### src/source/fv_pkg.sv
// feature value bank shared definitions
// line and node geometry, bus structs and controller states
`default_nettype none

package fv_pkg;

    localparam int FV_WIDTH       = 64;   // two feature values per line
    localparam int LINES_PER_NODE = 8;
    localparam int NODE_ID_W      = 5;
    localparam int ADDR_W         = 8;
    localparam int FV_NUM_W       = 5;    // 0 to 16 features
    localparam int ITER_W         = 2;
    localparam int NODES_PER_ITER = 4;
    localparam int PE_TAG_W       = 2;
    localparam int SM_ADDR_W      = 5;

    localparam int LINE_CNT_W = $clog2(LINES_PER_NODE) + 1;   // holds 0..8
    localparam int NODE_CNT_W = $clog2(NODES_PER_ITER);
    localparam int NODE_SHIFT = $clog2(LINES_PER_NODE);
    localparam int ITER_SHIFT = $clog2(NODES_PER_ITER * LINES_PER_NODE);

    typedef struct packed {
        logic                 valid;
        logic                 rd_wr;      // 1 = write back
        logic [NODE_ID_W-1:0] node_id;
        logic [PE_TAG_W-1:0]  pe_tag;
        logic [FV_WIDTH-1:0]  data;
        logic                 wr_eos;
    } fv_req_t;

    typedef struct packed {
        logic                cen;         // active low
        logic                wen;         // active low
        logic [ADDR_W-1:0]   addr;
        logic [FV_WIDTH-1:0] data;
    } sram_cmd_t;

    typedef struct packed {
        logic                 sos;
        logic                 eos;
        logic [FV_WIDTH-1:0]  data;
        logic [SM_ADDR_W-1:0] addr;
    } sm_stream_t;

    typedef struct packed {
        logic                sos;
        logic                eos;
        logic [FV_WIDTH-1:0] data;
        logic [PE_TAG_W-1:0] pe_tag;
    } edge_rd_t;

    typedef enum logic [1:0] {
        IDLE,
        STREAM_ITER,
        WRITE_BACK,
        READ_TO_EDGE
    } ctrl_state_e;

    // lines per node, values packed in pairs, never less than one
    function automatic logic [LINE_CNT_W-1:0] line_count(input logic [FV_NUM_W-1:0] fv_num);
        logic [FV_NUM_W:0] rounded;
        rounded = ({1'b0, fv_num} + 1'b1) >> 1;
        if (rounded == '0) begin
            rounded = 1;
        end
        return rounded[LINE_CNT_W-1:0];
    endfunction

endpackage

`default_nettype wire

### src/source/fv_small_bank.sv
// small feature value bank
// captures one streamed iteration block, combinational read port
`timescale 1ns/1ns
`default_nettype none

module fv_small_bank (
    input  wire logic                          clk,
    input  wire logic                          reset,
    input  wire fv_pkg::sm_stream_t            sm_in,
    input  wire logic [fv_pkg::SM_ADDR_W-1:0]  rd_addr,
    output logic [fv_pkg::FV_WIDTH-1:0]        rd_data
);

    localparam int DEPTH = 2 ** fv_pkg::SM_ADDR_W;

    logic [fv_pkg::FV_WIDTH-1:0] mem [DEPTH];

    logic in_frame;
    logic wr_en;

    // stream has no gaps, so the frame window is the write enable
    assign wr_en = sm_in.sos || in_frame;

    always_ff @(posedge clk) begin
        if (reset) begin
            in_frame <= 1'b0;
        end else if (sm_in.eos) begin
            in_frame <= 1'b0;
        end else if (sm_in.sos) begin
            in_frame <= 1'b1;
        end
    end

    always_ff @(posedge clk) begin
        if (wr_en) begin
            mem[sm_in.addr] <= sm_in.data;
        end
    end

    assign rd_data = mem[rd_addr];

    a_sos_in_frame: assert property (@(posedge clk) disable iff (reset)
        sm_in.sos |-> !in_frame
    ) else $error("sos while small bank frame open");

endmodule

`default_nettype wire

### config.mk
export PLATFORM = sky130hd
export DESIGN_NAME = fv_small_bank
export DESIGN_NICKNAME = d
export VERILOG_FILES = /design/src/source/fv_pkg.sv /design/src/source/fv_small_bank.sv
export SDC_FILE = /design/constraint.sdc
export NUM_CORES = 2
export LEC_CHECK = 0
export BUFFER_PORTS_ARGS = -buffer_cell sky130_fd_sc_hd__buf_2
export CAP_MARGIN = 30
export CORE_MARGIN = 4
export CORE_UTILIZATION = 45
export DETAILED_ROUTE_END_ITERATION = 12
export PLACE_DENSITY = 0.68
export SYNTH_ARGS = -nofsm -noshare
export SYNTH_HDL_FRONTEND = slang
export SYNTH_SLANG_ARGS = --single-unit
### constraint.sdc
create_clock -name clk -period 6.03 [get_ports clk]
set_clock_uncertainty 0.2 [all_clocks]
set_input_delay 0.603 -clock clk [delete_from_list [all_inputs] [get_ports clk]]
set_output_delay 0.603 -clock clk [all_outputs]
set_load 0.005 [all_outputs]
# Word level (Yosys, flattened, before mapping)
# Memory sizes are Yosys's and may differ from the RTL's.
# Index checks and enable logic that the tools add are counted.
# totals
out_inout_bits	64
word_cells	6
ram_bits	2048
regBits	1
memories	1
input_bits	78
# memory_table
name	depth	width	read_ports	rd_clocked_by_memory_dff	wr	line	text
mem	32	64	1	0	1	fv_small_bank.sv:16	logic [fv_pkg::FV_WIDTH-1:0] mem [DEPTH];
# classes
reduce_logical	2
n_mux	2
# ops
op	count
1-bit two-way mux	2
2-bit OR reduction	1
1-bit logical OR	1

# Longest topological paths before layout
# logic_depth
word_depth	3
depth_mapped	9
mapped_depth_nobuf	4

# Worst setup path before layout
# OpenSTA, ideal clock, no wires.
# synth_path
path_kind	input to register
from	input port sm_in[70] (netlist bit)
to	memory mem[26][0] (netlist bit) (enable)
setup_time_ps	486
cell_stages	4
slack_ps	1382
arrival_ps	3962
cell_sequence	nor2_1 > or3b_2 > clkbuf_1 > nor2_1
# synth_between
elab_chain_cells	3
# synth_rtl
element	line	text
start: declaration	fv_small_bank.sv:9	input wire fv_pkg::sm_stream_t sm_in,
1-bit logical OR	fv_small_bank.sv:22	assign wr_en = sm_in.sos || in_frame;
1-bit two-way mux	fv_small_bank.sv:35	if (wr_en) begin
1-bit two-way mux (not written as such)	fv_small_bank.sv:36	mem[sm_in.addr] <= sm_in.data;
end: declaration	fv_small_bank.sv:16	
# No other way between the ends.

# Worst setup path in the final report
# layout_path
from	input port rd_addr[4] (netlist bit)
to	output port rd_data[63] (netlist bit)
# layout_between
elab_chain_cells	1
# layout_rtl
element	line	text
start: declaration	fv_small_bank.sv:10	input wire logic [fv_pkg::SM_ADDR_W-1:0] rd_addr,
memory 32 x 64 bit	--	
end: declaration	fv_small_bank.sv:11	output logic [fv_pkg::FV_WIDTH-1:0] rd_data
# No other way between the ends.

==> results.rst <==
.. list-table::
   :header-rows: 1

   * - Metric
     - Value
   * - Max Freq
     - 229 MHz
   * - Combinational share of power
     - 0.050
   * - Via count of the first global-routing pass
     - 39000
   * - YS warnings
     - 0
   * - Chip Height
     - 424 µm
   * - Net Sw Frac
     - 0.210
   * - Row count
     - 152
   * - WP data required
     - 5.23 ns
   * - Unique masters post-synth
     - 33
   * - Clock network power share
     - 0.397
   * - Count of final setup violators
     - 0
   * - Met2 demand-to-capacity share in global routing
     - 0.353
   * - Antenna violations before repair
     - 30
   * - Routed WL per cell
     - 30.5 µm
   * - Met1 routing resource usage after global routing
     - 0.297
   * - Ratio of cells with drive above 1 in the final layout
     - 0.199
   * - Area growth from synthesis to layout
     - 12.9%
   * - Sequential area share after synthesis
     - 0.788
   * - Fill cell count
     - 13300
   * - Die X
     - 424 µm
   * - Type of the worst min-delay path
     - in -> reg
   * - Post-route antenna net violation count
     - 0
   * - Maximum number of pins on one net before global-route repair
     - 101
   * - Design internal power
     - 22.6 mW
   * - Total negative slack
     - 0 ns
   * - Tot GR Track Use
     - 0.217
   * - Flop and latch count out of synthesis
     - 2049
   * - Pre-antenna DRT Iters
     - 5
   * - Placer congestion estimate
     - 0.755
   * - H-tree lvl count
     - 4
   * - Unrepaired setup endpoints after global routing
     - no
   * - Sequential Power Share
     - 0.554
   * - Number of buffers created by CTS
     - 186
   * - Max Cap Viol
     - 0
   * - Via count
     - 39000
   * - Final Cycle Share
     - 0.725
   * - Die Area
     - 0.180 mm²
   * - Max Fanout on Critical Path
     - 60
   * - DRC violation total after the first TritonRoute iteration
     - 5084
   * - Clock tree from TritonCTS
     - built
   * - Post-cts sizing count
     - 0
   * - Outcome
     - completed
   * - Number of DRC violations after detailed routing
     - 0
   * - Final Core Density
     - 0.512
   * - Transition at the pin with the smallest max-transition slack
     - 1.04 ns
   * - Post-synthesis cell count
     - 3717
   * - DP HPWL
     - 101 mm
   * - Drt total wl
     - 196 mm
   * - Buffer levels on the longest clock path
     - 3
   * - Sinks on Clock Net
     - 2049
   * - Critical path launch point type
     - primary input
   * - Power Dens Cells
     - 324 mW/mm²
   * - Class of the most critical setup path
     - in -> out
   * - Endpoint arrival time on the critical path
     - 3.57 ns
   * - Clock tree root buffer cell
     - sky130_fd_sc_hd__clkbuf_16
   * - Mean area per synthesized cell
     - 21.0 µm²
   * - Worst slack on hold paths
     - 0.0560 ns
   * - Commonest non-fill, non-tap cell in the layout
     - sky130_fd_sc_hd__edfxtp_1
   * - Post-CTS clock slew at the launch and capture registers of the worst setup and hold paths
     - 0.06 ns
   * - Layer with the highest usage after global routing
     - met2
   * - CTS Hold Bufs
     - 2
   * - Number of vias per cell after detailed routing
     - 6.07
   * - Wire length of the first global-routing pass
     - 281 mm
   * - Congestion Overflow GR
     - 0
   * - Setup repair bufs after CTS
     - 0
   * - Skew-Pair Late Insertion Delay
     - 0.80 ns
   * - Post-layout min period
     - 4.37 ns
   * - Layout Nets
     - 4033
   * - Max-slew violation count
     - 0
   * - Starting utilization of the core area
     - 0.453
   * - Sort of element at the end of the critical path
     - output pin
   * - Final Hold Violating Endpoints
     - 0
   * - Area of the core
     - 0.172 mm²
   * - Number of buffers added on ports
     - 141
   * - Number of top-level pins
     - 142
   * - Synthesized cell area
     - 0.0780 mm²
   * - Most frequent cells in the layout
     - sky130_fd_sc_hd__edfxtp_1 (2048), sky130_fd_sc_hd__mux2i_1 (512), sky130_fd_sc_hd__a22oi_1 (325)
   * - Met3 demand-to-capacity share in global routing
     - 0.0397
   * - IR drop worst, VDD
     - 0.268 mV
   * - Synthesized net count
     - 3795
   * - Switching component of the power
     - 6.00 mW
   * - Worst rel slew slack
     - 0.309
   * - Static leakage
     - 28.6 nW
## area by class of cell
cell class	instances	area (µm²)	share of cell area
clock buffers	233	4890	0.0556
flip-flops and latches	2049	61500	0.698
well taps	2310	2890	0.0328
multi-input cells	1454	15700	0.178
clock inverters	109	925	0.0105
repair buffers	264	2100	0.0239
diodes	16	40.0	0.000455
## logic make-up (layout without fill, tap and decap cells)
| family | count (synthesis) | after routing | share of synthesized area |
|---|---|---|---|
| DFF | 2049 | 2049 | 0.788 |
| muxes | 769 | 769 | 0.140 |
| AOI/OAI and AO/OA | 419 | 419 | 0.0400 |
| and+or+nand+nor | 266 | 266 | 0.0175 |
| buffers and inverters | 214 | 606 | 0.0146 |
| other | 0 | 16 | 0 |
## critical path, stage by stage
cell and delay, ns:
sky130_fd_sc_hd__buf_2 0.70, sky130_fd_sc_hd__nor2b_4 0.82, sky130_fd_sc_hd__buf_12 0.42, sky130_fd_sc_hd__a22oi_1 0.16, sky130_fd_sc_hd__nand3_1 0.13, sky130_fd_sc_hd__nand4_1 0.32
sky130_fd_sc_hd__buf_2 0.26
## metal layers
metal  wire length [µm]  up-vias
li1                   -    16100
met1              75700    20600
met2              96800     1925
met3              17200      357
met4               6250       14
met5                103        -
## synthesized netlist by cell type
library cell	count	area, µm²
sky130_fd_sc_hd__a21oi_1	11	55.1
sky130_fd_sc_hd__a22o_1	39	342
sky130_fd_sc_hd__a22oi_1	325	2440
sky130_fd_sc_hd__a31oi_1	40	250
sky130_fd_sc_hd__a32oi_1	3	26.3
sky130_fd_sc_hd__and2_0	1	6.26
sky130_fd_sc_hd__and2_1	8	50.1
sky130_fd_sc_hd__and3_1	3	18.8
sky130_fd_sc_hd__and3b_1	2	17.5
sky130_fd_sc_hd__buf_1	5	18.8
sky130_fd_sc_hd__buf_2	92	460
sky130_fd_sc_hd__buf_4	30	225
sky130_fd_sc_hd__buf_6	14	158
sky130_fd_sc_hd__clkbuf_1	72	270
sky130_fd_sc_hd__clkbuf_2	1	5.00
sky130_fd_sc_hd__dfxtp_1	1	20.0
sky130_fd_sc_hd__edfxtp_1	2048	61500
sky130_fd_sc_hd__mux2_2	1	11.3
sky130_fd_sc_hd__mux2i_1	512	5120
sky130_fd_sc_hd__mux4_2	256	5770
sky130_fd_sc_hd__nand2_1	19	71.3
sky130_fd_sc_hd__nand3_1	128	641
sky130_fd_sc_hd__nand3b_1	3	22.5
sky130_fd_sc_hd__nand4_1	30	188
sky130_fd_sc_hd__nor2_1	41	154
sky130_fd_sc_hd__nor2_2	2	12.5
sky130_fd_sc_hd__nor2b_1	19	119
sky130_fd_sc_hd__nor3_1	3	15.0
sky130_fd_sc_hd__nor3b_1	1	7.51
sky130_fd_sc_hd__o211ai_1	1	7.51
sky130_fd_sc_hd__or2_2	1	6.26
sky130_fd_sc_hd__or3_1	2	12.5
sky130_fd_sc_hd__or3b_2	3	26.3
## path summary, 6_finish.rpt
check / startpoint / to / slack, ns / cells past startpoint
min: sm_in[31] / mem[2][26] / 0.06 / 1
min reg2reg: in_frame / mem[3][1] / 0.85 / 3
max: rd_addr[4] / rd_data[63] / 1.66 / 7
max reg2reg: in_frame / mem[6][61] / 2.79 / 4
## power by group through the flow
stage | clock network, mW | logic, mW | registers, mW
2_1_floorplan | 0 | 0.769 | 16.1
3_3_place_gp | 0 | 1.40 | 16.1
3_5_place_dp | 0 | 1.42 | 16.1
4_1_cts | 11.5 | 1.43 | 15.8
5_1_grt | 12.1 | 1.50 | 15.8
6_report | 11.3 | 1.41 | 15.8
## per-stage QoR
step | power [mW] | cell area (µm²) | worst slack, ns | cells
CTS | 28.7 | 88000 | 1.62 | 6418
global placement | 17.5 | 82000 | 1.67 | 6067
floorplan | 16.9 | 78000 | 1.38 | 3717
finish | 28.6 | 88100 | 1.66 | 6435
global route | 29.4 | 88100 | 1.63 | 6427
detailed placement | 17.5 | 82200 | 1.65 | 6074
## state kept, by name, indices dropped and copies added, names as in the netlist
| signal | cells |
|---|---|
| mem | 2048 |
| in_frame | 1 |
Power figures use the tool's default switching activity.
