<file path="config.mk">
export PLATFORM = sky130hd
export DESIGN_NAME = fv_req_arbiter
export DESIGN_NICKNAME = d
export VERILOG_FILES = /design/src/source/fv_pkg.sv /design/src/source/fv_req_arbiter.sv
export SDC_FILE = /design/constraint.sdc
export NUM_CORES = 1
export LEC_CHECK = 0
export BUFFER_PORTS_ARGS = -buffer_cell sky130_fd_sc_hd__buf_2
export CORE_AREA = 2 2 60 62
export DETAILED_ROUTE_END_ITERATION = 8
export DIE_AREA = 0 0 62 64
export GPL_ROUTABILITY_DRIVEN = 0
export PLACE_DENSITY = 0.79
export SLEW_MARGIN = 20
export SYNTH_ARGS = -nofsm -noshare
export SYNTH_HDL_FRONTEND = slang
export SYNTH_SLANG_ARGS = --single-unit
export TNS_END_PERCENT = 100
</file>
<file path="constraint.sdc">
create_clock -name clk -period 0.9 [get_ports clk]
set_input_delay 0.18 -clock clk [delete_from_list [all_inputs] [get_ports clk]]
set_output_delay 0.18 -clock clk [all_outputs]
set_load 0.01 [all_outputs]
</file>
<file path="src/source/fv_pkg.sv">
// feature value bank shared definitions
// line and node geometry, bus structs and controller states
`default_nettype none

package fv_pkg;

    localparam int FV_WIDTH       = 64;   // two feature values per line
    localparam int LINES_PER_NODE = 8;
    localparam int NODE_ID_W      = 5;
    localparam int ADDR_W         = 8;
    localparam int FV_NUM_W       = 5;    // 0 to 16 features
    localparam int ITER_W         = 2;
    localparam int NODES_PER_ITER = 4;
    localparam int PE_TAG_W       = 2;
    localparam int SM_ADDR_W      = 5;

    localparam int LINE_CNT_W = $clog2(LINES_PER_NODE) + 1;   // holds 0..8
    localparam int NODE_CNT_W = $clog2(NODES_PER_ITER);
    localparam int NODE_SHIFT = $clog2(LINES_PER_NODE);
    localparam int ITER_SHIFT = $clog2(NODES_PER_ITER * LINES_PER_NODE);

    typedef struct packed {
        logic                 valid;
        logic                 rd_wr;      // 1 = write back
        logic [NODE_ID_W-1:0] node_id;
        logic [PE_TAG_W-1:0]  pe_tag;
        logic [FV_WIDTH-1:0]  data;
        logic                 wr_eos;
    } fv_req_t;

    typedef struct packed {
        logic                cen;         // active low
        logic                wen;         // active low
        logic [ADDR_W-1:0]   addr;
        logic [FV_WIDTH-1:0] data;
    } sram_cmd_t;

    typedef struct packed {
        logic                 sos;
        logic                 eos;
        logic [FV_WIDTH-1:0]  data;
        logic [SM_ADDR_W-1:0] addr;
    } sm_stream_t;

    typedef struct packed {
        logic                sos;
        logic                eos;
        logic [FV_WIDTH-1:0] data;
        logic [PE_TAG_W-1:0] pe_tag;
    } edge_rd_t;

    typedef enum logic [1:0] {
        IDLE,
        STREAM_ITER,
        WRITE_BACK,
        READ_TO_EDGE
    } ctrl_state_e;

    // lines per node, values packed in pairs, never less than one
    function automatic logic [LINE_CNT_W-1:0] line_count(input logic [FV_NUM_W-1:0] fv_num);
        logic [FV_NUM_W:0] rounded;
        rounded = ({1'b0, fv_num} + 1'b1) >> 1;
        if (rounded == '0) begin
            rounded = 1;
        end
        return rounded[LINE_CNT_W-1:0];
    endfunction

endpackage

`default_nettype wire

</file>
<file path="src/source/fv_req_arbiter.sv">
// request arbiter for the feature value bank
// passes write-back lines through, parks one edge read until the controller is idle
`timescale 1ns/1ns
`default_nettype none

module fv_req_arbiter (
    input  wire logic                          clk,
    input  wire logic                          reset,
    input  wire logic                          wb_valid,
    input  wire logic [fv_pkg::NODE_ID_W-1:0]  wb_node_id,
    input  wire logic [fv_pkg::FV_WIDTH-1:0]   wb_data,
    input  wire logic                          wb_eos,
    input  wire logic                          rd_valid,
    input  wire logic [fv_pkg::NODE_ID_W-1:0]  rd_node_id,
    input  wire logic [fv_pkg::PE_TAG_W-1:0]   rd_pe_tag,
    input  wire logic                          busy,
    output fv_pkg::fv_req_t                    req
);

    logic                         pend_valid;
    logic [fv_pkg::NODE_ID_W-1:0] pend_node;
    logic [fv_pkg::PE_TAG_W-1:0]  pend_tag;
    logic                         rd_release;

    // writes win over a parked read
    assign rd_release = pend_valid && !busy && !wb_valid;

    always_ff @(posedge clk) begin
        if (reset) begin
            pend_valid <= 1'b0;
        end else if (rd_valid) begin
            pend_valid <= 1'b1;
        end else if (rd_release) begin
            pend_valid <= 1'b0;
        end
    end

    always_ff @(posedge clk) begin
        if (rd_valid) begin
            pend_node <= rd_node_id;
            pend_tag  <= rd_pe_tag;
        end
    end

    always_comb begin
        req.valid   = wb_valid || rd_release;
        req.rd_wr   = wb_valid;
        req.node_id = wb_valid ? wb_node_id : pend_node;
        req.pe_tag  = pend_tag;
        req.data    = wb_data;
        req.wr_eos  = wb_valid && wb_eos;
    end

    // only one read may wait; a second one has to meet a free slot
    a_slot_overflow: assert property (
        @(posedge clk) disable iff (reset)
        (rd_valid && pend_valid) |-> rd_release
    ) else $error("edge read arrived while pending slot full");

endmodule

`default_nettype wire

</file>
Yosys cells after proc, flatten, opt, wreduce, memory -nomap -nowiden
Index checks and enable logic that the tools add are counted.

word-level totals
  register bits = 8
  input port bits = 82
  output and inout port bits = 74

operators by class
  mux-type cells = 3
  reductions and logical operators = 7

operator list
  cell                count
  two-way mux 5 bit   1
  logical AND 1 bit   3
  zero test 1 bit     2
  two-way mux 1 bit   2
  nonzero test 2 bit  1
  logical OR 1 bit    1

Longest topological paths before layout
Gate-level depths: netlist of the first run.

  depth in word-level cells = 5
  depth in mapped cells = 3

Least setup slack after synthesis of the first run
Ideal clock, no wire load.

  path type = register to output
  start point = register pend_node[0] (netlist name)
  end point = output port req[67] (netlist name)
  data arrival time = 616 ps
  required time = 720 ps
  setup slack = 104 ps
  cell stages (with the launch flop) = 2
  cells stage by stage = edfxtp_1 > mux2_4

RTL lines
  item                      RTL line              RTL
  start: declaration        fv_req_arbiter.sv:21  logic [fv_pkg::NODE_ID_W-1:0] pend_node;
  start signal: assignment  fv_req_arbiter.sv:40  pend_node <= rd_node_id;
  end: declaration          fv_req_arbiter.sv:17  output fv_pkg::fv_req_t req

==> results_dict.tcl, run 1 <==
set metrics [dict create \
    netlist_area_um2 838 \
    setup_repair_after_global_routing_missed_its_margin "yes" \
    critPathTopFamily "flip-flops" \
    hold_buf_count_cts 0 \
    placement_rows 21 \
    wire_length_of_the_first_global_routing_pass_um 1580 \
    post-route-min-period_ns 1.19 \
    holdWs_ns 0.0764 \
    number_of_library_cell_types_mapped_by_synthesis 10 \
    max-vdd-ir-drop_mv 0.226 \
    nNetsFinal 134 \
    initial_utilization_pct 25.5 \
    antenna_violations_before_repair 1 \
    tritoncts "done" \
    crit_path_end_kind "primary output" \
    critical_path_class "flip-flop to primary output" \
    final_critical_path_setup_slack_ns -0.286 \
    htree_num_levels 1 \
    setup.worst_path.start_class "flip-flop" \
    data_arrival_time_of_the_worst_path_ns 1.01 \
    n_fill_cell 369 \
    critical_path_buf_inv_count 1 \
    setup_violations 8 \
    drt-wirelength-per-cell_um 11.6 \
    post-route-cell-area_um2 603 \
    worst_skew_pair_latency_ns 0.25 \
    post_detailed_route_count_of_antenna_violating_nets 0 \
    power_leakage_nw 0.279 \
    core_mm2 0.00328 \
    number_of_cells_produced_by_synthesis 85 \
    grt_met1_use_pct 2.97 \
    cts.reportedPaths.clkPinSlew_ns 0.06 \
    grt-ovfl-total 0 \
    cts_buffers 3 \
    ctsLongestPathBuffers 2 \
    power_per_cell_area_mw_per_mm2 1520 \
    drt-pass1-iter-count 2 \
    hp-class "input port to flip-flop" \
    drc_errors 0 \
    list_of_cells_traversed_by_the_critical_path "mux2_4 > buf_6" \
    timing.final.hold_violations 0 \
    drt-vias-per-instance 3.57 \
    area_growth_from_synthesis_to_final_layout_pct -28.1 \
    max_incr_delay_on_cp_ns 0.36 \
    grt_util_met3_pct 6.88 \
    die-area_mm2 0.00397 \
    syn_avg_cell_area_um2 9.86 \
    placed_cell_area_um2 539 \
    antenna_cells 0 \
    wirelength_um 1130 \
    ports_placed_on_the_boundary 156 \
    synth_seq_cells 8 \
    ys_warn_count 0 \
    ranking_of_synthesized_cells_by_area "buf_4, edfxtp_1, mux2_4" \
    io_buffer_count 27 \
    yosysTopAreaCell "buf_4" \
    cts_sink_cnt 8 \
    fmaxAchievable_mhz 843 \
    finalMaxSlewViolations 0 \
    slew_headroom_pct 86.9 \
    post-synth-top-area-fraction_pct 58.2 \
    dp_cells 93 \
    root_buffer "clkbuf_4" \
    die-height_um 64 \
    num_vias 346 \
    gr-max-usage-layer "met2" \
    synthesis.nets 167 \
    worstPathMaxFanout 1 \
    detail_route.iter0.violations 8 \
    die_w_um 62 \
    timing.clock.skew_ns 0 \
    first_global_vias 387 \
    violated_checks "setup timing" \
    gr-usage-met2_pct 8.07 \
    timing.critical_path.required_ns 0.72 \
    grt_start_max_net_pins 9 \
    status "complete, but fails checks" \
    max_cap_violations 0 \
    final_cell_count_no_fill 97 \
    share_of_layout_cells_above_drive_strength_1_pct 74.5 \
    worstMarginPinSlew_ns 0.196 \
    grt.total_usage_pct 5.74 \
    yosysSeqAreaShare_pct 27.5 \
    cpMaxStageDelayCell "edfxtp_1" \
    min_period_over_period_pct 132 \
]
-- layout by cell type, fill, tap and decap left out --
master / synthesis / routed
buf_2: 0 / 21
edfxtp_1: 7 / 7
buf_6: 1 / 6
mux2_4: 5 / 5
clkbuf_4: 0 / 3
inv_1: 2 / 2
a21o_2: 1 / 1
and2_2: 1 / 1
o21ai_0: 1 / 1
a21oi_1: 1 / 1
clkbuf_1: 0 / 1
dfxtp_1: 1 / 1
buf_4: 65 / 1
-- power by group --
group	switching [mW]	internal [mW]	leakage (nW)	total, mW
logic	0.0676	0.113	0.187	0.181
clock network	0.124	0.170	0.0150	0.294
registers	0.00695	0.435	0.0769	0.442
-- repair_timing --
item / in CTS / in global routing
resized for setup: 6 / 0
pin swaps: 0 / 0
buffers inserted: 0 / 0
cloned: 0 / 0
hold endpoints to repair: 0 / 0
setup endpoints to repair: 8 / 9
-- Yosys cell counts, drive strengths merged --
| library cell | n |
|---|---|
| inv | 2 |
| a21oi | 1 |
| edfxtp | 7 |
| buf | 66 |
| a21o | 1 |
| dfxtp | 1 |
| o21ai | 1 |
| mux2 | 5 |
| and2 | 1 |
-- metal layers --
layer | vias up | part of all wire [%]
li1 | 133 | -
met5 | - | 0
met3 | 6 | 25
met2 | 47 | 44
met1 | 160 | 28
met4 | 0 | 3.2
-- sequential cells by signal, indices dropped and copies added (netlist names) --
register    cells
pend_node       5
pend_valid      1
pend_tag        2
-- worst reg2reg max path, stage by stage (launching register included) --
cell	delay, ns
dfxtp_1	0.32
o21ai_0	0.08
a21oi_1	0.13
-- final cells by class --
cell class / count / area [um^2] / area share, %
Clock buffer: 4 / 26.3 / 4.36
Inverter: 2 / 7.51 / 1.24
Multi-Input combinational cell: 9 / 101 / 16.8
Sequential cell: 8 / 230 / 38.2
Tap cell: 46 / 57.6 / 9.54
Timing Repair Buffer: 28 / 180 / 29.9
-- per-stage QoR --
stage                     total power [mW]  worst slack [ns]  TNS, ns  utilization [%]
final                                0.917            -0.286    -1.60             18.4
after detailed placement             0.601            -0.121   -0.677             16.4
after global placement               0.596           -0.0970   -0.564             16.4
after CTS                            0.932            -0.301    -1.71             18.4
after global routing                 0.974            -0.337    -1.93             18.4
after floorplan                      0.820             0.104        0                -
-- kinds of logic (layout without fill, tap and decap cells) --
logic type             count (synthesis)  in the layout  synth area share (%)
buffers and inverters                 68             34                  60.4
DFF                                    8              8                  27.5
muxes                                  5              5                  8.95
AOI/OAI and AO/OA                      3              3                  2.24
and+or+nand+nor                        1              1                 0.896
-- final timing paths --
check / startpoint / end / slack, ns / cells after the start
setup / recovery: pend_node[2] / req[69] / -0.29 / 2
hold / removal: reset / pend_valid / 0.08 / 2
setup reg to reg: pend_valid / pend_valid / 0.31 / 2
hold reg to reg: pend_valid / pend_valid / 0.47 / 2
Power figures use the tool's default switching activity.
==> run 2, diff against run 1 <==
--- a/config.mk
+++ b/config.mk
@@ -6,11 +6,13 @@
 export NUM_CORES = 1
 export LEC_CHECK = 0
 export BUFFER_PORTS_ARGS = -buffer_cell sky130_fd_sc_hd__buf_2
+export CAP_MARGIN = 30
 export CORE_AREA = 2 2 60 62
 export DETAILED_ROUTE_END_ITERATION = 8
 export DIE_AREA = 0 0 62 64
 export GPL_ROUTABILITY_DRIVEN = 0
 export PLACE_DENSITY = 0.79
+export SETUP_SLACK_MARGIN = 0.5
 export SLEW_MARGIN = 20
 export SYNTH_ARGS = -nofsm -noshare
 export SYNTH_HDL_FRONTEND = slang
==> results_dict.tcl, run 2 (same netlist as run 1, synthesis figures left out) <==
set metrics [dict create \
    status "complete, but fails checks" \
    violated_checks "setup timing" \
    cts.reportedPaths.clkPinSlew_ns 0.06 \
    grt-ovfl-total 0 \
    finalMaxSlewViolations 0 \
    min_delay_path_depth 2 \
    hp-class "input port to flip-flop" \
    cts_sink_cnt 8 \
    grt.total_usage_pct 7.18 \
    cts_buffers 3 \
    die_w_um 62 \
    max_flop_register "pend_node" \
    final_cell_mix "buf_2, buf_6, edfxtp_1" \
    wirelength_um 1500 \
    critical_path_class "flip-flop to primary output" \
    drt-pass1-iter-count 2 \
    cpMaxStageDelayCell "edfxtp_1" \
    power_per_cell_area_mw_per_mm2 1410 \
    core_mm2 0.00328 \
    area_growth_from_synthesis_to_final_layout_pct -19.9 \
    worstMarginPinSlew_ns 0.102 \
    share_of_layout_cells_above_drive_strength_1_pct 79.2 \
    placement_rows 21 \
    max_incr_delay_on_cp_ns 0.39 \
    timing.rr.end "pend_valid" \
    timing.hold.worst.start "reset" \
    setup.worst_path.start_class "flip-flop" \
    grt_start_max_net_pins 9 \
    antenna_cells 0 \
    setup.reg_to_reg.worst_slack_ns 0.34 \
    post_detailed_route_count_of_antenna_violating_nets 0 \
    ctsLongestPathBuffers 2 \
    initial_utilization_pct 25.5 \
    n_fill_cell 356 \
    detail_route.iter0.violations 2 \
    first_global_vias 406 \
    final_common_cell "buf_2" \
    antenna_violations_before_repair 0 \
    min_period_over_period_pct 136 \
    wire_length_of_the_first_global_routing_pass_um 1990 \
    die-height_um 64 \
    slew_headroom_pct 93.2 \
    timing.clock.skew_ns 0 \
    tritoncts "done" \
    drt-vias-per-instance 3.83 \
    list_of_cells_traversed_by_the_critical_path "mux2_4 > buf_6" \
    hold_end "pend_valid" \
    root_buffer "clkbuf_4" \
    die-area_mm2 0.00397 \
    power_leakage_nw 0.305 \
    largest_register_ff_count 5 \
    io_buffer_count 27 \
    htree_num_levels 1 \
    num_vias 379 \
    regs_by_ff_count "pend_node: 5 flops, pend_tag: 2 flops, pend_valid: 1 flops" \
    setup_violations 8 \
    data_arrival_time_of_the_worst_path_ns 1.04 \
    r2r_cell_count 2 \
    place_ws_ns -0.123 \
    critical_path.reg2reg.startpoint "pend_valid" \
    drt-wirelength-per-cell_um 15.2 \
    max_cap_violations 0 \
    gr-usage-met2_pct 7.94 \
    timing.critical_path.required_ns 0.72 \
    grt_util_met3_pct 8.91 \
    gr-max-usage-layer "met3" \
    fmaxAchievable_mhz 818 \
    max-vdd-ir-drop_mv 0.246 \
    grt_met1_use_pct 5.58 \
    worstPathMaxFanout 1 \
    ports_placed_on_the_boundary 156 \
    drc_errors 0 \
    worst_skew_pair_latency_ns 0.24 \
    post-route-min-period_ns 1.22 \
    nNetsFinal 136 \
    timing.final.hold_violations 0 \
    setup_repair_after_global_routing_missed_its_margin "yes" \
    final_critical_path_setup_slack_ns -0.323 \
    total_power_mw 0.950 \
    crit_path_end_kind "primary output" \
]
==> run 2: cell count changes in the layout (fill, tap and decap cells not counted), sizes merged <==
cell  delta
buf      +2
==> run 2: per-stage QoR <==
step	TNS, ns	std cells	cell area, um^2	hold WS, ns	util (%)
2_1_floorplan	0	85	1100	0.249	-
3_3_place_gp	-0.625	93	551	0.338	16.8
3_5_place_dp	-0.687	93	551	0.338	16.8
4_1_cts	-1.79	99	672	0.0695	20.5
5_1_grt	-2.07	99	672	0.0616	20.5
6_report	-1.68	99	672	0.0760	20.5
==> run 2: worst max path at each step <==
stage	start	depth (start not counted)	slack, ns	to
after global placement	wb_valid	3	-0.11	req[70]
after detailed placement	wb_valid	3	-0.12	req[67]
after global routing	pend_node[3]	2	-0.36	req[70]
after CTS	pend_node[3]	2	-0.33	req[70]
after floorplan	pend_node[0]	1	0.10	req[67]
final	pend_node[3]	2	-0.32	req[70]
==> run 2: critical path: cells and delay by family (launching register included) <==
family,cells,cell delay (ns)
buffers and inverters,1,0.12
flip-flops,1,0.39
multiplexers,1,0.29
==> run 2: area by class of cell <==
type                            count  area (um^2)  area share [%]
Clock buffer                        4         26.3            3.91
Inverter                            2         7.51            1.12
Multi-Input combinational cell      9          113            16.8
Sequential cell                     8          231            34.5
Tap cell                           46         57.6            8.57
Timing Repair Buffer               30          236            35.2
==> run 2: repair_timing <==
item,CTS,global route
setup buffers,2,0
hold buffers,0,0
resized for setup,17,0
endpoints found under the setup margin,18,11
pin swaps,0,0
==> run 2: power breakdown <==
part	leakage [nW]	switching, mW	total [mW]	internal [mW]
Clock	0.0150	0.117	0.286	0.169
Sequential	0.0771	0.00996	0.446	0.436
Combinational	0.213	0.0760	0.218	0.142
==> run 2: per-layer routing <==
| metal | routed length [um] | up-vias |
|---|---|---|
| met3 | 438 | 24 |
| met1 | 434 | 163 |
| met5 | 0 | - |
| met2 | 524 | 54 |
| met4 | 104 | 0 |
| li1 | - | 138 |
