<file path="config.mk">
export PLATFORM = sky130hd
export DESIGN_NAME = fv_bank_ctrl
export DESIGN_NICKNAME = d
export VERILOG_FILES = /design/src/source/fv_pkg.sv /design/src/source/fv_bank_ctrl.sv
export SDC_FILE = /design/constraint.sdc
export NUM_CORES = 1
export LEC_CHECK = 0
export ABC_AREA = 1
export BUFFER_PORTS_ARGS = -buffer_cell sky130_fd_sc_hd__buf_2
export CORE_AREA = 2 2 140 142
export DETAILED_ROUTE_END_ITERATION = 16
export DIE_AREA = 0 0 142 144
export MAX_ROUTING_LAYER = met4
export SYNTH_ARGS = -nofsm -noshare
export SYNTH_HDL_FRONTEND = slang
export SYNTH_SLANG_ARGS = --single-unit
</file>
<file path="constraint.sdc">
create_clock -name clk -period 3.3 [get_ports clk]
set_clock_uncertainty 0.2 [all_clocks]
set_input_delay 0 -clock clk [delete_from_list [all_inputs] [get_ports clk]]
set_output_delay 0 -clock clk [all_outputs]
set_load 0.05 [all_outputs]
</file>
<file path="src/source/fv_pkg.sv">
// feature value bank shared definitions
// line and node geometry, bus structs and controller states
`default_nettype none

package fv_pkg;

    localparam int FV_WIDTH       = 64;   // two feature values per line
    localparam int LINES_PER_NODE = 8;
    localparam int NODE_ID_W      = 5;
    localparam int ADDR_W         = 8;
    localparam int FV_NUM_W       = 5;    // 0 to 16 features
    localparam int ITER_W         = 2;
    localparam int NODES_PER_ITER = 4;
    localparam int PE_TAG_W       = 2;
    localparam int SM_ADDR_W      = 5;

    localparam int LINE_CNT_W = $clog2(LINES_PER_NODE) + 1;   // holds 0..8
    localparam int NODE_CNT_W = $clog2(NODES_PER_ITER);
    localparam int NODE_SHIFT = $clog2(LINES_PER_NODE);
    localparam int ITER_SHIFT = $clog2(NODES_PER_ITER * LINES_PER_NODE);

    typedef struct packed {
        logic                 valid;
        logic                 rd_wr;      // 1 = write back
        logic [NODE_ID_W-1:0] node_id;
        logic [PE_TAG_W-1:0]  pe_tag;
        logic [FV_WIDTH-1:0]  data;
        logic                 wr_eos;
    } fv_req_t;

    typedef struct packed {
        logic                cen;         // active low
        logic                wen;         // active low
        logic [ADDR_W-1:0]   addr;
        logic [FV_WIDTH-1:0] data;
    } sram_cmd_t;

    typedef struct packed {
        logic                 sos;
        logic                 eos;
        logic [FV_WIDTH-1:0]  data;
        logic [SM_ADDR_W-1:0] addr;
    } sm_stream_t;

    typedef struct packed {
        logic                sos;
        logic                eos;
        logic [FV_WIDTH-1:0] data;
        logic [PE_TAG_W-1:0] pe_tag;
    } edge_rd_t;

    typedef enum logic [1:0] {
        IDLE,
        STREAM_ITER,
        WRITE_BACK,
        READ_TO_EDGE
    } ctrl_state_e;

    // lines per node, values packed in pairs, never less than one
    function automatic logic [LINE_CNT_W-1:0] line_count(input logic [FV_NUM_W-1:0] fv_num);
        logic [FV_NUM_W:0] rounded;
        rounded = ({1'b0, fv_num} + 1'b1) >> 1;
        if (rounded == '0) begin
            rounded = 1;
        end
        return rounded[LINE_CNT_W-1:0];
    endfunction

endpackage

`default_nettype wire

</file>
<file path="src/source/fv_bank_ctrl.sv">
// big feature value bank controller
// write-back, edge PE read-back and per-iteration streaming into the small bank
`timescale 1ns/1ns
`default_nettype none

module fv_bank_ctrl (
    input  wire logic                         clk,
    input  wire logic                         reset,
    input  wire logic [fv_pkg::ITER_W-1:0]    replay_iter,
    input  wire logic                         update_phase,
    input  wire logic [fv_pkg::FV_NUM_W-1:0]  fv_num,
    input  wire fv_pkg::fv_req_t              req,
    input  wire logic [fv_pkg::FV_WIDTH-1:0]  sram_rdata,
    output fv_pkg::sram_cmd_t                 sram_cmd,
    output fv_pkg::sm_stream_t                sm_out,
    output fv_pkg::edge_rd_t                  edge_out,
    output logic                              busy
);

    fv_pkg::ctrl_state_e state, nx_state;

    logic [fv_pkg::LINE_CNT_W-1:0] cnt, nx_cnt;
    logic [fv_pkg::NODE_CNT_W-1:0] node_cnt, nx_node_cnt;
    logic [fv_pkg::ITER_W-1:0]     cur_iter, nx_iter;
    logic                          streamed, nx_streamed;
    logic [fv_pkg::FV_NUM_W-1:0]   fv_num_q, nx_fv_num;
    logic [fv_pkg::PE_TAG_W-1:0]   pe_tag, nx_pe_tag;
    logic [fv_pkg::ADDR_W-1:0]     node_base, nx_node_base;

    logic [fv_pkg::LINE_CNT_W-1:0] lines_in, lines_m1;
    logic [fv_pkg::ADDR_W-1:0]     req_base, iter_base, node_off;
    logic                          stream_go;

    // launch flags, lined up with the read data one cycle later
    logic                         rd_issue, rd_first, rd_last;
    logic                         st_issue, st_first, st_last;
    logic [fv_pkg::SM_ADDR_W-1:0] st_sm_addr;
    logic                         rd_vld_q, rd_sos_q, rd_eos_q;
    logic                         st_vld_q, st_sos_q, st_eos_q;
    logic [fv_pkg::SM_ADDR_W-1:0] st_addr_q;

    assign lines_in  = fv_pkg::line_count(fv_num);
    assign lines_m1  = fv_pkg::line_count(fv_num_q) - 1'b1;
    assign req_base  = fv_pkg::ADDR_W'(req.node_id) << fv_pkg::NODE_SHIFT;
    assign iter_base = fv_pkg::ADDR_W'(cur_iter) << fv_pkg::ITER_SHIFT;
    assign node_off  = fv_pkg::ADDR_W'(node_cnt) << fv_pkg::NODE_SHIFT;

    assign stream_go = (state == fv_pkg::IDLE) && update_phase
                       && (!streamed || (replay_iter != cur_iter));

    always_comb begin
        sram_cmd.cen  = 1'b1;
        sram_cmd.wen  = 1'b1;
        sram_cmd.addr = '0;
        sram_cmd.data = '0;
        nx_state     = state;
        nx_cnt       = cnt;
        nx_node_cnt  = node_cnt;
        nx_iter      = cur_iter;
        nx_streamed  = streamed;
        nx_fv_num    = fv_num_q;
        nx_pe_tag    = pe_tag;
        nx_node_base = node_base;
        rd_issue = 1'b0;
        rd_first = 1'b0;
        rd_last  = 1'b0;
        st_issue = 1'b0;
        st_first = 1'b0;
        st_last  = 1'b0;
        st_sm_addr = fv_pkg::SM_ADDR_W'({node_cnt, cnt[fv_pkg::NODE_SHIFT-1:0]});

        case (state)
            fv_pkg::IDLE: begin
                if (stream_go) begin   // line 0 of node 0 goes out right away
                    nx_state    = fv_pkg::STREAM_ITER;
                    nx_iter     = replay_iter;
                    nx_streamed = 1'b1;
                    nx_fv_num   = fv_num;
                    sram_cmd.cen  = 1'b0;
                    sram_cmd.addr = fv_pkg::ADDR_W'(replay_iter) << fv_pkg::ITER_SHIFT;
                    st_issue   = 1'b1;
                    st_first   = 1'b1;
                    st_sm_addr = '0;
                    if (lines_in == 1) begin
                        nx_node_cnt = 1;
                    end else begin
                        nx_cnt = 1;
                    end
                end else if (req.valid && req.rd_wr) begin
                    sram_cmd.cen  = 1'b0;
                    sram_cmd.wen  = 1'b0;
                    sram_cmd.addr = req_base;
                    sram_cmd.data = req.data;
                    nx_node_base  = req_base;
                    if (!req.wr_eos) begin
                        nx_state = fv_pkg::WRITE_BACK;
                        nx_cnt   = 1;
                    end
                end else if (req.valid) begin
                    sram_cmd.cen  = 1'b0;
                    sram_cmd.addr = req_base;
                    rd_issue     = 1'b1;
                    rd_first     = 1'b1;
                    rd_last      = (lines_in == 1);
                    nx_fv_num    = fv_num;
                    nx_pe_tag    = req.pe_tag;
                    nx_node_base = req_base;
                    if (lines_in != 1) begin
                        nx_state = fv_pkg::READ_TO_EDGE;
                        nx_cnt   = 1;
                    end
                end
            end
            fv_pkg::STREAM_ITER: begin
                sram_cmd.cen  = 1'b0;
                sram_cmd.addr = iter_base + node_off + fv_pkg::ADDR_W'(cnt);
                st_issue = 1'b1;
                if (cnt == lines_m1) begin
                    nx_cnt      = '0;
                    nx_node_cnt = node_cnt + 1'b1;
                    if (node_cnt == fv_pkg::NODE_CNT_W'(fv_pkg::NODES_PER_ITER - 1)) begin
                        st_last  = 1'b1;
                        nx_state = fv_pkg::IDLE;
                    end
                end else begin
                    nx_cnt = cnt + 1'b1;
                end
            end
            fv_pkg::WRITE_BACK: begin
                if (req.valid && req.rd_wr) begin
                    sram_cmd.cen  = 1'b0;
                    sram_cmd.wen  = 1'b0;
                    sram_cmd.addr = node_base + fv_pkg::ADDR_W'(cnt);
                    sram_cmd.data = req.data;
                    nx_cnt = cnt + 1'b1;
                    if (req.wr_eos) begin
                        nx_state = fv_pkg::IDLE;
                        nx_cnt   = '0;
                    end
                end
            end
            fv_pkg::READ_TO_EDGE: begin
                sram_cmd.cen  = 1'b0;
                sram_cmd.addr = node_base + fv_pkg::ADDR_W'(cnt);
                rd_issue = 1'b1;
                if (cnt == lines_m1) begin
                    rd_last  = 1'b1;
                    nx_state = fv_pkg::IDLE;
                    nx_cnt   = '0;
                end else begin
                    nx_cnt = cnt + 1'b1;
                end
            end
            default: nx_state = fv_pkg::IDLE;
        endcase
    end

    always_ff @(posedge clk) begin
        if (reset) begin
            state    <= fv_pkg::IDLE;
            cnt      <= '0;
            node_cnt <= '0;
            cur_iter <= '0;
            streamed <= 1'b0;
            rd_vld_q <= 1'b0;
            rd_sos_q <= 1'b0;
            rd_eos_q <= 1'b0;
            st_vld_q <= 1'b0;
            st_sos_q <= 1'b0;
            st_eos_q <= 1'b0;
        end else begin
            state    <= nx_state;
            cnt      <= nx_cnt;
            node_cnt <= nx_node_cnt;
            cur_iter <= nx_iter;
            streamed <= nx_streamed;
            rd_vld_q <= rd_issue;
            rd_sos_q <= rd_first;
            rd_eos_q <= rd_last;
            st_vld_q <= st_issue;
            st_sos_q <= st_first;
            st_eos_q <= st_last;
        end
    end

    always_ff @(posedge clk) begin
        fv_num_q  <= nx_fv_num;
        pe_tag    <= nx_pe_tag;
        node_base <= nx_node_base;
        st_addr_q <= st_sm_addr;
    end

    always_comb begin
        sm_out.sos  = st_sos_q;
        sm_out.eos  = st_eos_q;
        sm_out.data = st_vld_q ? sram_rdata : '0;
        sm_out.addr = st_addr_q;
        edge_out.sos    = rd_sos_q;
        edge_out.eos    = rd_eos_q;
        edge_out.data   = rd_vld_q ? sram_rdata : '0;
        edge_out.pe_tag = rd_vld_q ? pe_tag : '0;
    end

    assign busy = (state != fv_pkg::IDLE) || stream_go || rd_vld_q || st_vld_q;

    a_sm_sos: assert property (@(posedge clk) disable iff (reset)
        sm_out.sos |-> $past(state) == fv_pkg::IDLE
    ) else $error("small bank sos outside stream launch");

    a_sm_eos: assert property (@(posedge clk) disable iff (reset)
        sm_out.eos |-> $past(state) == fv_pkg::STREAM_ITER
    ) else $error("small bank eos outside streaming");

    a_edge_frame: assert property (@(posedge clk) disable iff (reset)
        (edge_out.sos || edge_out.eos)
            |-> $past(state) inside {fv_pkg::IDLE, fv_pkg::READ_TO_EDGE}
    ) else $error("edge sos/eos outside read");

    // a write-back line here would never reach the SRAM
    a_no_wr_stream: assert property (@(posedge clk) disable iff (reset)
        (stream_go || state == fv_pkg::STREAM_ITER) |-> !(req.valid && req.rd_wr)
    ) else $error("write-back request during streaming");

endmodule

`default_nettype wire

</file>
; Yosys cells after proc, flatten, opt, wreduce, memory -nomap -nowiden
; Cells that the tools add are included.
[totals]
register_bits = 34
latchBits = 0
ram_bits = 0
rom_bits = 0
in_bits = 148
word_cells = 137
n_memories = 0
[classes]
n_addsub = 8
multipliers = 0
div = 0
n_lt_le_gt_ge = 0
eq_ne = 20
shift = 0
muxes = 64
bitwise_logic = 5
n_reduce_logical = 25
[op_table]
columns = cell, n
row1 = $mux W64, 4
row2 = $pmux W64 S2, 1
row3 = $mux W74, 1
row4 = $mux W4, 11
row5 = $mux W8, 5
row6 = $pmux W8 S4, 1
row7 = $mux W2, 14
row8 = $mux W5, 5
row9 = $add A8 B4 Y8, 2
row10 = $mux W1, 14
row11 = $ne A2 B2 Y1 const B, 7
row12 = $add A5 B1 Y6 const B, 2
row13 = $logic_not A6 Y1, 2
row14 = $pmux W4 S3, 1
row15 = $add A7 B5 Y8, 1
row16 = $pmux W1 S2, 4
row17 = $pmux W2 S4, 1
row18 = $reduce_and A4 Y1, 2
row19 = $reduce_and A8 Y1, 1
row20 = $reduce_bool A2 Y1, 4
row21 = $eq A2 B2 Y1 const B, 3
row22 = $reduce_and A3 Y1, 2
row23 = $not A1 Y1, 5
row24 = $reduce_and A5 Y1, 1
row25 = 22 further kinds, 28

; Longest topological paths before layout
; Gate-level depths: netlist (run 1).
[logic_depth]
word_depth = 9
mapped_depth = 23
mapped_depth_nobuf = 23

; Worst setup path after synthesis (run 1)
; OpenSTA, ideal clock, no wires.
[synth_path]
kind = flip-flop to flip-flop
start = register fv_num_q[0] (netlist bit)
end = register cnt[0] (netlist bit)
arrival_time_ps = 2208
slack_ps = 783
stages_incl_launch_ff = 23
period_less_slack_ps = 2517
path_cell_list = edfxtp_1 > ha_1 > inv_1 > nand2_1 > nand2_1 > nand2_1 > nor2_1 > nand2_1 > nand2_1 > inv_1 > ha_1 > xor2_1 > nand2_1 > nor2_1 > nand2_1 > inv_1 > nand3_2 > nand2_2 > nand2_2 > nand2_1 > nand2_1 > nand2_1 > inv_1
[synth_between]
elab_chain_cells = 7
[synth_rtl]
columns = item, line
row1 = "start, declared", fv_bank_ctrl.sv:26  ; logic [fv_pkg::FV_NUM_W-1:0] fv_num_q, nx_fv_num;
row2 = "start signal, assigned", fv_bank_ctrl.sv:187  ; fv_num_q <= nx_fv_num;
row3 = $add A5 B1 Y6 *, fv_pkg.sv:62  ; rounded = ({1'b0, fv_num} + 1'b1) >> 1;
row4 = $logic_not A6 Y1, fv_pkg.sv:63  ; if (rounded == '0) begin
row5 = $mux W4 *, fv_pkg.sv:63
row6 = $sub A4 B1 Y4 *, fv_bank_ctrl.sv:43  ; assign lines_m1 = fv_pkg::line_count(fv_num_q) - 1'b1;
row7 = $eq A4 B4 Y1 *, "fv_bank_ctrl.sv:118, fv_bank_ctrl.sv:146"
row8 = $mux W4 *, "fv_bank_ctrl.sv:118, fv_bank_ctrl.sv:146"
row9 = $pmux W4 S3 *, fv_bank_ctrl.sv:72  ; case (state)
row10 = "end signal, assigned", fv_bank_ctrl.sv:173  ; cnt <= nx_cnt;
row11 = "end, declared", fv_bank_ctrl.sv:22  ; logic [fv_pkg::LINE_CNT_W-1:0] cnt, nx_cnt;
; Every way passes the cells marked *; elsewhere a longest branch is shown, timed or not.
; A chain may end at the register's enable or synchronous reset.

==> metrics.cfg, run 1 <==
[clock_network]
post_cts_resize_count=0
cts_tree=done
numCtsBuffers=5
cts_max_path_buffers=2
cts_root_buf=clkbuf_16
post_cts_buffers=0
cts.sinks=34
cts.clk_slew.worst_paths_ns=0.06
clock_latency_ns=0.28
hold_buffers=19
cts-htree-levels=2

[grt]
globalRouteOverflowTotal=0
grt_usage=0.1623
grt_max_degree=66
grt_pass1_vias=4496
antenna_found_initial=5
grt_pass1_wl_mm=24.78

[die]
die_y_um=144
die_w_um=142
coreArea_mm2=0.01908
fp-row-count=51
io_pins=362
die-area_mm2=0.02045
initial_core_util=0.1883

[drt]
drc=0
drt-initial-drc-count=207
wire_per_inst_um=13.67
ant_nets=0
wirelength_mm=17.46
drtPass1Iterations=4
via_count=5091
via_per_inst=3.987

[worst_setup_path]
reg2reg_depth=22
worstPathMaxFanout=64
worstSetupPathType=reg2out
slowest_delay_ns=0.54
rrSetupSlack_ns=0.54
crit_path_start_kind=flip-flop
reg2reg_from=fv_num_q[0]
rr_endpoint=cnt[0]
critPathCaptureType=primary output
worstPathCellList=inv_1 -> ha_1 -> nand2_1 -> inv_1 -> nand2_2 -> nand2_1 -> inv_2 -> nor2_4 -> buf_12 -> nor2_1 -> buf_2
crit_slowest_cell=ha_1
cp_data_arrival_time_ns=2.69
required_ns=3.10

[yosys]
synth_flop_cell=dfxtp_1
ys_ff_latch=34
synth_warnings=0
synth_area_mm2=0.003592
synth_edf_count=12
async_flop_share=0
synth_cell_type_count=38
seq_area_frac_synth=0.2229
synth_nets=840
synthCells=679
avgSynthCellArea_um2=5.290

[timing]
final_max_slew_viol_count=0
worstMarginPinSlew_ns=1.225
setup_tns_ns=0
setup_violations=0
rsz0062_at_grt=false
max_freq_ghz=0.3457
finalHoldViolCount=0
slew_headroom=0.1832
min_period_ns=2.893
min_period_over_period=0.8767

[place]
place.gp.congestion=0.8213
hpwl_mm=15.23
numPortBuffers=361

[power_and_ir_drop]
powerDensity_mw_per_mm2=628.7
max-vdd-ir-drop_mv=0.3424
p_leak_nw=4.372

[run_status]
outcome=complete, no violations

[layout]
syn2layout_area_growth_pct=64.89
drive_gt1_frac=0.3784
postLayoutCoreUtil=0.3104
fin_nets=1196

[worst_hold_path]
holdPathEnd=rd_sos_q
hold_path.startpoint=req[72]
hp-class=in2reg
hold_depth=4

[run]
drv_cap=0

## report_power, final
group / total [W] / switching, W / internal [W] / leakage [nW]
logic: 0.00262 / 0.00200 / 0.000625 / 4.01
registers: 0.000644 / 0.000130 / 0.000514 / 0.294
clock network: 0.000460 / 0.000182 / 0.000277 / 0.0706
## stage by stage
stage	cells	cell area (um^2)	setup slack [ns]	hold slack, ns	power, W
finish	1277	5923	0.4069	0.006669	0.003724
global placement	1247	5587	0.5893	-0.01849	0.003259
floorplan	679	3592	0.7828	-0.1011	0.002607
detailed placement	1247	5587	0.5583	-0.01305	0.003267
CTS	1274	5916	0.4175	0.04122	0.003760
global route	1276	5921	0.1798	0.05246	0.003975
## kinds of logic after synthesis
kind of cell               Yosys count  share of synthesized area
AOI/OAI and AO/OA                   31                    0.05364
adders and majority gates           13                    0.04528
buffers and inverters              204                     0.2229
DFF                                 34                     0.2229
and+or+nand+nor                    389                     0.4357
xor gates and xnor gates             8                    0.01951
## cells in the mapped netlist (all sizes together) (3+ instances only)
| cell | count | area (um^2) |
|---|---|---|
| o22ai | 3 | 18.77 |
| a21oi | 16 | 80.08 |
| ha | 13 | 162.7 |
| buf | 16 | 92.59 |
| nor3 | 5 | 25.02 |
| nand4 | 6 | 37.54 |
| nand2 | 264 | 1021 |
| nand3 | 17 | 90.09 |
| nor2 | 94 | 370.4 |
| o21ai | 3 | 18.76 |
| xor2 | 6 | 52.55 |
| dfxtp | 22 | 440.4 |
| inv | 168 | 633.1 |
| edfxtp | 12 | 360.4 |
| clkbuf | 20 | 75.07 |
## sequential cells by signal, indices dropped and copies added (netlist names), 2 cells and up
register   cells
cur_iter       2
st_addr_q      5
fv_num_q       5
node_base      5
node_cnt       2
cnt            4
state          2
pe_tag         2
## worst max path at each step
stage                      startpoint            to  slack [ns]  depth (start not counted)
final                        state[0]  sram_cmd[45]        0.41                         11
after global routing         state[0]  sram_cmd[61]        0.18                         11
after CTS                    state[0]  sram_cmd[61]        0.42                         11
after detailed placement  fv_num_q[0]        cnt[0]        0.56                         22
after global placement    fv_num_q[0]        cnt[0]        0.59                         22
after floorplan           fv_num_q[0]        cnt[0]        0.78                         22
## layout make-up
| type | count | area (um^2) |
|---|---|---|
| fillers | 2179 | 13160 |
| repair buffers | 385 | 2047 |
| multi-input cells | 441 | 1996 |
| flip-flops and latches | 34 | 803.3 |
| inverters | 168 | 633.1 |
| well taps | 238 | 297.8 |
| clock buffers | 6 | 128.9 |
| clock inverters | 2 | 10.01 |
| diodes | 3 | 7.507 |
## per-layer routing
layer	part of all wire	GRT usage	wire, um
met5	0	-	0
met4	0.011	0.03579	195
met3	0.075	0.03444	1315
met2	0.55	0.3239	9588
met1	0.36	0.1604	6359
## cell usage in the layout (no fill, tap or decap), drive strengths merged
master and n:
dlygate4sd3 19, inv 168, dfxtp 22, a32oi 2, ha 13, buf 366
a22o 1, clkbuf 6, a211oi 1, o32ai 1, nand3 17, or2 1
nor3b 1, edfxtp 12, a21oi 16, o22ai 3, nor2 94, xnor2 2
nand2 264, a221o 1, a21o 1, xor2 6, nor3 5, clkinv 2
nand3b 1, nand4 6, diode 3, o211ai 2, o21ai 3
## worst max-delay path: cells and delay by family, from the launching register on
| kind | cells | cell delay [ns] |
|---|---|---|
| buffers and inverters | 5 | 0.78 |
| AND/OR/NAND/NOR | 5 | 0.71 |
| adder cells (fa/ha/maj) | 1 | 0.54 |
| flip-flops | 1 | 0.35 |
(Power assumes the default switching activity.)
==> run 2, diff against run 1 <==
--- a/config.mk
+++ b/config.mk
@@ -5,11 +5,10 @@
 export SDC_FILE = /design/constraint.sdc
 export NUM_CORES = 1
 export LEC_CHECK = 0
-export ABC_AREA = 1
 export BUFFER_PORTS_ARGS = -buffer_cell sky130_fd_sc_hd__buf_2
-export CORE_AREA = 2 2 140 142
+export CORE_AREA = 2 2 141 143
 export DETAILED_ROUTE_END_ITERATION = 16
-export DIE_AREA = 0 0 142 144
+export DIE_AREA = 0 0 143 145
 export MAX_ROUTING_LAYER = met4
 export SYNTH_ARGS = -nofsm -noshare
 export SYNTH_HDL_FRONTEND = slang
==> constraint.sdc (replaced) <==
create_clock -name clk -period 3 [get_ports clk]
set_clock_uncertainty 0.2 [all_clocks]
set_input_delay 0 -clock clk [delete_from_list [all_inputs] [get_ports clk]]
set_output_delay 0 -clock clk [all_outputs]
set_load 0.05 [all_outputs]
==> metrics.cfg, run 2 <==
[timing]
setup_tns_ns=0
rsz0062_at_grt=false
setup_violations=0
final_max_slew_viol_count=0
finalHoldViolCount=0
worstMarginPinSlew_ns=0.7114
min_period_ns=2.832
min_period_over_period=0.9439
slew_headroom=0.5207
max_freq_ghz=0.3531

[die]
die_y_um=145
initial_core_util=0.1741
die_w_um=143
die-area_mm2=0.02074
fp-row-count=51
io_pins=362
coreArea_mm2=0.01921

[grt]
grt_usage=0.1580
antenna_found_initial=4
grt_max_degree=65
globalRouteOverflowTotal=0
grt_pass1_vias=4196
grt_pass1_wl_mm=24.06

[yosys]
synth.most_common_cell=and2_1
synth_area_mm2=0.003344
yosys-top-cells-area=and2_1, dfxtp_1, edfxtp_1
synth_nets=590
ys_ff_latch=34
avgSynthCellArea_um2=7.796
yosys.area.top_type_share=0.3779
yosys-top-cells-count=and2_1, clkbuf_1, dfxtp_1, nor2_1, nand2_1
yosysTopAreaCell=and2_1
seq_area_frac_synth=0.2394
synthCells=429
synth_edf_count=12
synth_warnings=0
async_flop_share=0
synth_flop_cell=dfxtp_1
synth_cell_type_count=58

[worst_setup_path]
crit_family=compound AO/OA/AOI/OAI gates
worstPathCellList=ha_2 -> and2_1 -> a21o_1 -> a21oi_2 -> ha_2 -> xnor3_1 -> xor2_1 -> nor2_2 -> o211ai_1 -> a21o_1 -> a32o_1
crit_slowest_cell=edfxtp_1
worstPathMaxFanout=3
crit_buf_inv=0
cp_data_arrival_time_ns=2.81
required_ns=2.98
path_depth=11
slowest_delay_ns=0.39
rrSetupSlack_ns=0.17
reg2reg_depth=11
worstSetupPathType=reg2reg
reg2reg_from=fv_num_q[0]
crit_path_start_kind=flip-flop
rr_endpoint=node_cnt[1]
critPathCaptureType=flip-flop
timing.critical_path.from=fv_num_q[0]

[run_status]
outcome=complete, no violations

[place]
place.gp.congestion=0.8925
numPortBuffers=361
dpl.cell_count=1039
hpwl_mm=14.79

[worst_hold_path]
holdPathEnd=node_base[5]
hold_depth=3
hold_path.startpoint=req[73]
hp-class=in2reg

[drt]
wirelength_mm=16.92
wire_per_inst_um=15.79
via_count=4406
drc=0
drt-initial-drc-count=129
via_per_inst=4.110
ant_nets=0
drtPass1Iterations=5

[power_and_ir_drop]
p_sw_w=0.002395
seq_power_share=0.155
p_leak_nw=3.343
max-vdd-ir-drop_mv=0.2653
p_int_w=0.001876
clock_power_share=0.158
sw_frac_of_total=0.5607
powerDensity_mw_per_mm2=722.5
p_comb_frac=0.687

[layout]
fin_cells=1072
syn2layout_area_growth_pct=76.77
multi_input_area_mm2=0.002394
drive_gt1_frac=0.4957
fillerInstances=2037
register_area_um2=800.8
top_regs=fv_num_q (5), node_base (5), st_addr_q (5)
postLayoutCoreUtil=0.3078
final_cell_mix=buf_2, and2_1, dfxtp_1
fin_nets=965
final_common_cell=buf_2

[run]
drv_cap=0

[clock_network]
cts.clk_slew.worst_paths_ns=0.06
numCtsBuffers=5
cts-htree-levels=2
clock_latency_ns=0.29
cts.sinks=34
cts_root_buf=clkbuf_16
cts_tree=done
cts_max_path_buffers=2

[run 2: changes by cell type after synthesis, moves of 4 or more]
cell,before,now
nor2_1,91,18
buf_2,8,2
nand2b_1,0,7
o21ai_0,1,5
a21oi_1,16,11
inv_1,164,12
and2_1,0,202
nand3_1,16,11
nand2_1,258,14
[run 2: worst max path at each step]
| stage | to | slack [ns] |
|---|---|---|
| 2_1_floorplan | node_cnt[1] | 0.16 |
| 3_3_place_gp | node_cnt[1] | 0.08 |
| 3_5_place_dp | node_cnt[1] | 0.02 |
| 4_1_cts | node_cnt[1] | 0.007 |
| 5_1_grt | node_cnt[1] | 0.01 |
| 6_report | node_cnt[1] | 0.17 |
[run 2: power groups by stage]
stage          registers (W)  clock network, W  logic [W]
2_1_floorplan       0.000667                 0    0.00215
5_1_grt             0.000680          0.000709    0.00312
6_report            0.000664          0.000675    0.00293
3_5_place_dp        0.000676                 0    0.00289
3_3_place_gp        0.000672                 0    0.00288
4_1_cts             0.000664          0.000687    0.00293
[run 2: final cells by class]
cell class,count,share of cell area
multi-input cells,354,0.4049
repair buffers,397,0.3623
flip-flops and latches,34,0.1354
well taps,265,0.05608
clock buffers,7,0.02772
inverters,12,0.007619
clock inverters,1,0.005079
diodes,2,0.0008466
[run 2: tightest hold or removal path: cells and delay by family]
family	cells	cell delay, ns
simple gates	2	0.24
buf+inv	1	0.14
[run 2: repair_timing]
action | CTS | global route
pin swaps | 1 | 3
endpoints found under the setup margin | 1 | 8
gates resized for setup | 0 | 5
hold endpoints to repair | 27 | 0
hold buffers | 21 | 0
setup buffers | 1 | 1
gates cloned | 0 | 0
[run 2: cell families (layout without fill, tap and decap cells)]
logic type               after synthesis  after routing  synth area share
AO/OA/AOI/OAI                         51             51            0.1250
XOR/XNOR                              11             11           0.03517
adder cells (fa/ha/maj)               13             13           0.04864
buffers and inverters                 41            417           0.05125
flip-flops                            34             34            0.2394
multiplexers                           3              3          0.008979
other                                  0              2                 0
AND/OR/NAND/NOR                      276            276            0.4916
[run 2: metal layers]
| metal | wire length, um | GRT usage | up-vias |
|---|---|---|---|
| li1 | - | - | 2168 |
| met1 | 5822 | 0.1468 | 1955 |
| met2 | 9502 | 0.3194 | 265 |
| met3 | 1286 | 0.02772 | 18 |
| met4 | 311 | 0.04703 | 0 |
| met5 | 0 | - | - |
[run 2: per-stage QoR]
step / power [W] / hold WS, ns / worst slack, ns / instance area (um^2)
after floorplan: 0.002818 / -0.1215 / 0.1589 / 3344
after global placement: 0.003554 / -0.02120 / 0.07549 / 5474
after detailed placement: 0.003563 / -0.01466 / 0.01950 / 5474
after CTS: 0.004283 / 0.1066 / 0.006732 / 5886
after global routing: 0.004513 / 0.1549 / 0.01014 / 5912
final: 0.004271 / 0.1084 / 0.1683 / 5912
==> run 3, diff against run 2 <==
--- a/config.mk
+++ b/config.mk
@@ -10,6 +10,7 @@
 export DETAILED_ROUTE_END_ITERATION = 16
 export DIE_AREA = 0 0 143 145
 export MAX_ROUTING_LAYER = met4
+export SETUP_SLACK_MARGIN = 0.4
 export SYNTH_ARGS = -nofsm -noshare
 export SYNTH_HDL_FRONTEND = slang
 export SYNTH_SLANG_ARGS = --single-unit
==> metrics.cfg, run 3 (same netlist as run 2, synthesis figures left out) <==
[grt]
globalRouteOverflowTotal=0
grt_usage=0.1640
grt_pass1_vias=4235
grt_pass1_wl_mm=24.76
antenna_found_initial=5
grt_max_degree=68

[drt]
drc=0
drtPass1Iterations=4
wire_per_inst_um=16.60
drt-initial-drc-count=157
via_count=4411
ant_nets=0
wirelength_mm=17.78
via_per_inst=4.119

[clock_network]
cts_root_buf=clkbuf_16
clock_latency_ns=0.29
cts.clk_slew.worst_paths_ns=0.06
cts_tree=done
cts.sinks=34
cts-htree-levels=2
numCtsBuffers=5
cts_max_path_buffers=2

[place]
numPortBuffers=361
place.gp.congestion=0.8623
hpwl_mm=15.45
placed_area_mm2=0.005431

[layout]
fin_nets=961
multi_input_area_mm2=0.002450
top_regs=fv_num_q (5), node_base (5), st_addr_q (5)
design_area_mm2=0.005951
fillerInstances=2053
drive_gt1_frac=0.5044
final_cell_mix=buf_2, and2_1, dlygate4sd3_1
final_common_cell=buf_2
syn2layout_area_growth_pct=77.93
register_area_um2=803.3

[worst_setup_path]
rrSetupSlack_ns=0.23
crit_top_cell=a21o_1
required_ns=3.00
path_depth=11
cp_data_arrival_time_ns=2.76
worstPathCellList=ha_4 -> and2_4 -> a21o_1 -> a21oi_2 -> ha_2 -> xnor3_1 -> xor2_1 -> nor2_2 -> o211ai_1 -> a21o_1 -> a221oi_2
worstSetupPathType=reg2reg
crit_slowest_cell=edfxtp_1
worstPathMaxFanout=4
crit_family=compound AO/OA/AOI/OAI gates
slowest_delay_ns=0.45
reg2reg_depth=11
crit_path_start_kind=flip-flop
critPathCaptureType=flip-flop
crit_buf_inv=0

[die]
io_pins=362
initial_core_util=0.1741
die_w_um=143
die_y_um=145
fp-row-count=51
coreArea_mm2=0.01921
die-area_mm2=0.02074

[run]
drv_cap=0

[worst_hold_path]
hold_depth=5
hp-class=in2reg

[timing]
rsz0062_at_grt=true
finalHoldViolCount=0
final_max_slew_viol_count=0
setup_violations=0
worstMarginPinSlew_ns=0.9755
max_freq_ghz=0.3615
min_period_over_period=0.9221
slew_headroom=0.3447
setup_tns_ns=0
min_period_ns=2.766

[power_and_ir_drop]
max-vdd-ir-drop_mv=0.3704
powerDensity_mw_per_mm2=730.7
p_leak_nw=3.331

[run_status]
outcome=complete, no violations

[run 3: changes by cell type in the layout (fill, tap and decap cells not counted), sizes merged]
cell and delta:
clkbuf -2, bufinv +1, buf -4, diode +3, clkinv +1
[run 3: through the flow]
step	setup slack (ns)	power (W)	hold slack [ns]	instances	utilization
6_report	0.2338	0.004348	0.1069	1071	0.3098
5_1_grt	0.1066	0.004569	0.1493	1070	0.3097
4_1_cts	0.2341	0.004337	0.1044	1065	0.3066
3_5_place_dp	0.1821	0.003555	-0.01706	1031	0.2828
3_3_place_gp	0.2562	0.003543	-0.02263	1031	0.2828
2_1_floorplan	0.4192	0.002832	-0.1215	429	-
[run 3: layer usage]
layer,share of wire,up-vias,track usage,routed length (um)
met4,0.026,0,0.05693,471
li1,-,2168,-,-
met1,0.32,1973,0.1371,5675
met2,0.56,251,0.3323,10010
met5,0,-,-,0
met3,0.091,19,0.04719,1622
[run 3: timing repair]
item | 4_1_cts | 5_1_grt
hold endpoints to repair | 27 | 0
resized for setup | 3 | 7
pin swaps | 10 | 10
buffers inserted | 5 | 1
cloned | 0 | 0
hold buffers | 21 | 0
endpoints found under the setup margin | 21 | 79
[run 3: final cells by class]
class                   count  area share
diodes                      5    0.002103
repair buffers            393      0.3553
well taps                 265     0.05572
clock buffers               5     0.02103
inverters                  12    0.007569
flip-flops and latches     34      0.1350
clock inverters             3     0.01156
multi-input cells         354      0.4117
[run 3: power by group]
group	internal [W]	switching, W	total, W
sequential	0.000577	0.000164	0.000741
clock	0.000478	0.000222	0.000700
combinational	0.000857	0.00205	0.00291
[run 3: worst paths after layout]
kind,from,end
hold / removal,req[0],state[0]
setup / recovery,fv_num_q[0],node_cnt[0]
setup reg to reg,fv_num_q[0],node_cnt[0]
hold reg to reg,state[0],state[0]
[run 3: tightest hold or removal path: stages]
cell,delay [ns]
buf_2,0.10
nor2b_1,0.04
o31ai_1,0.24
a21oi_2,0.05
mux2i_1,0.11
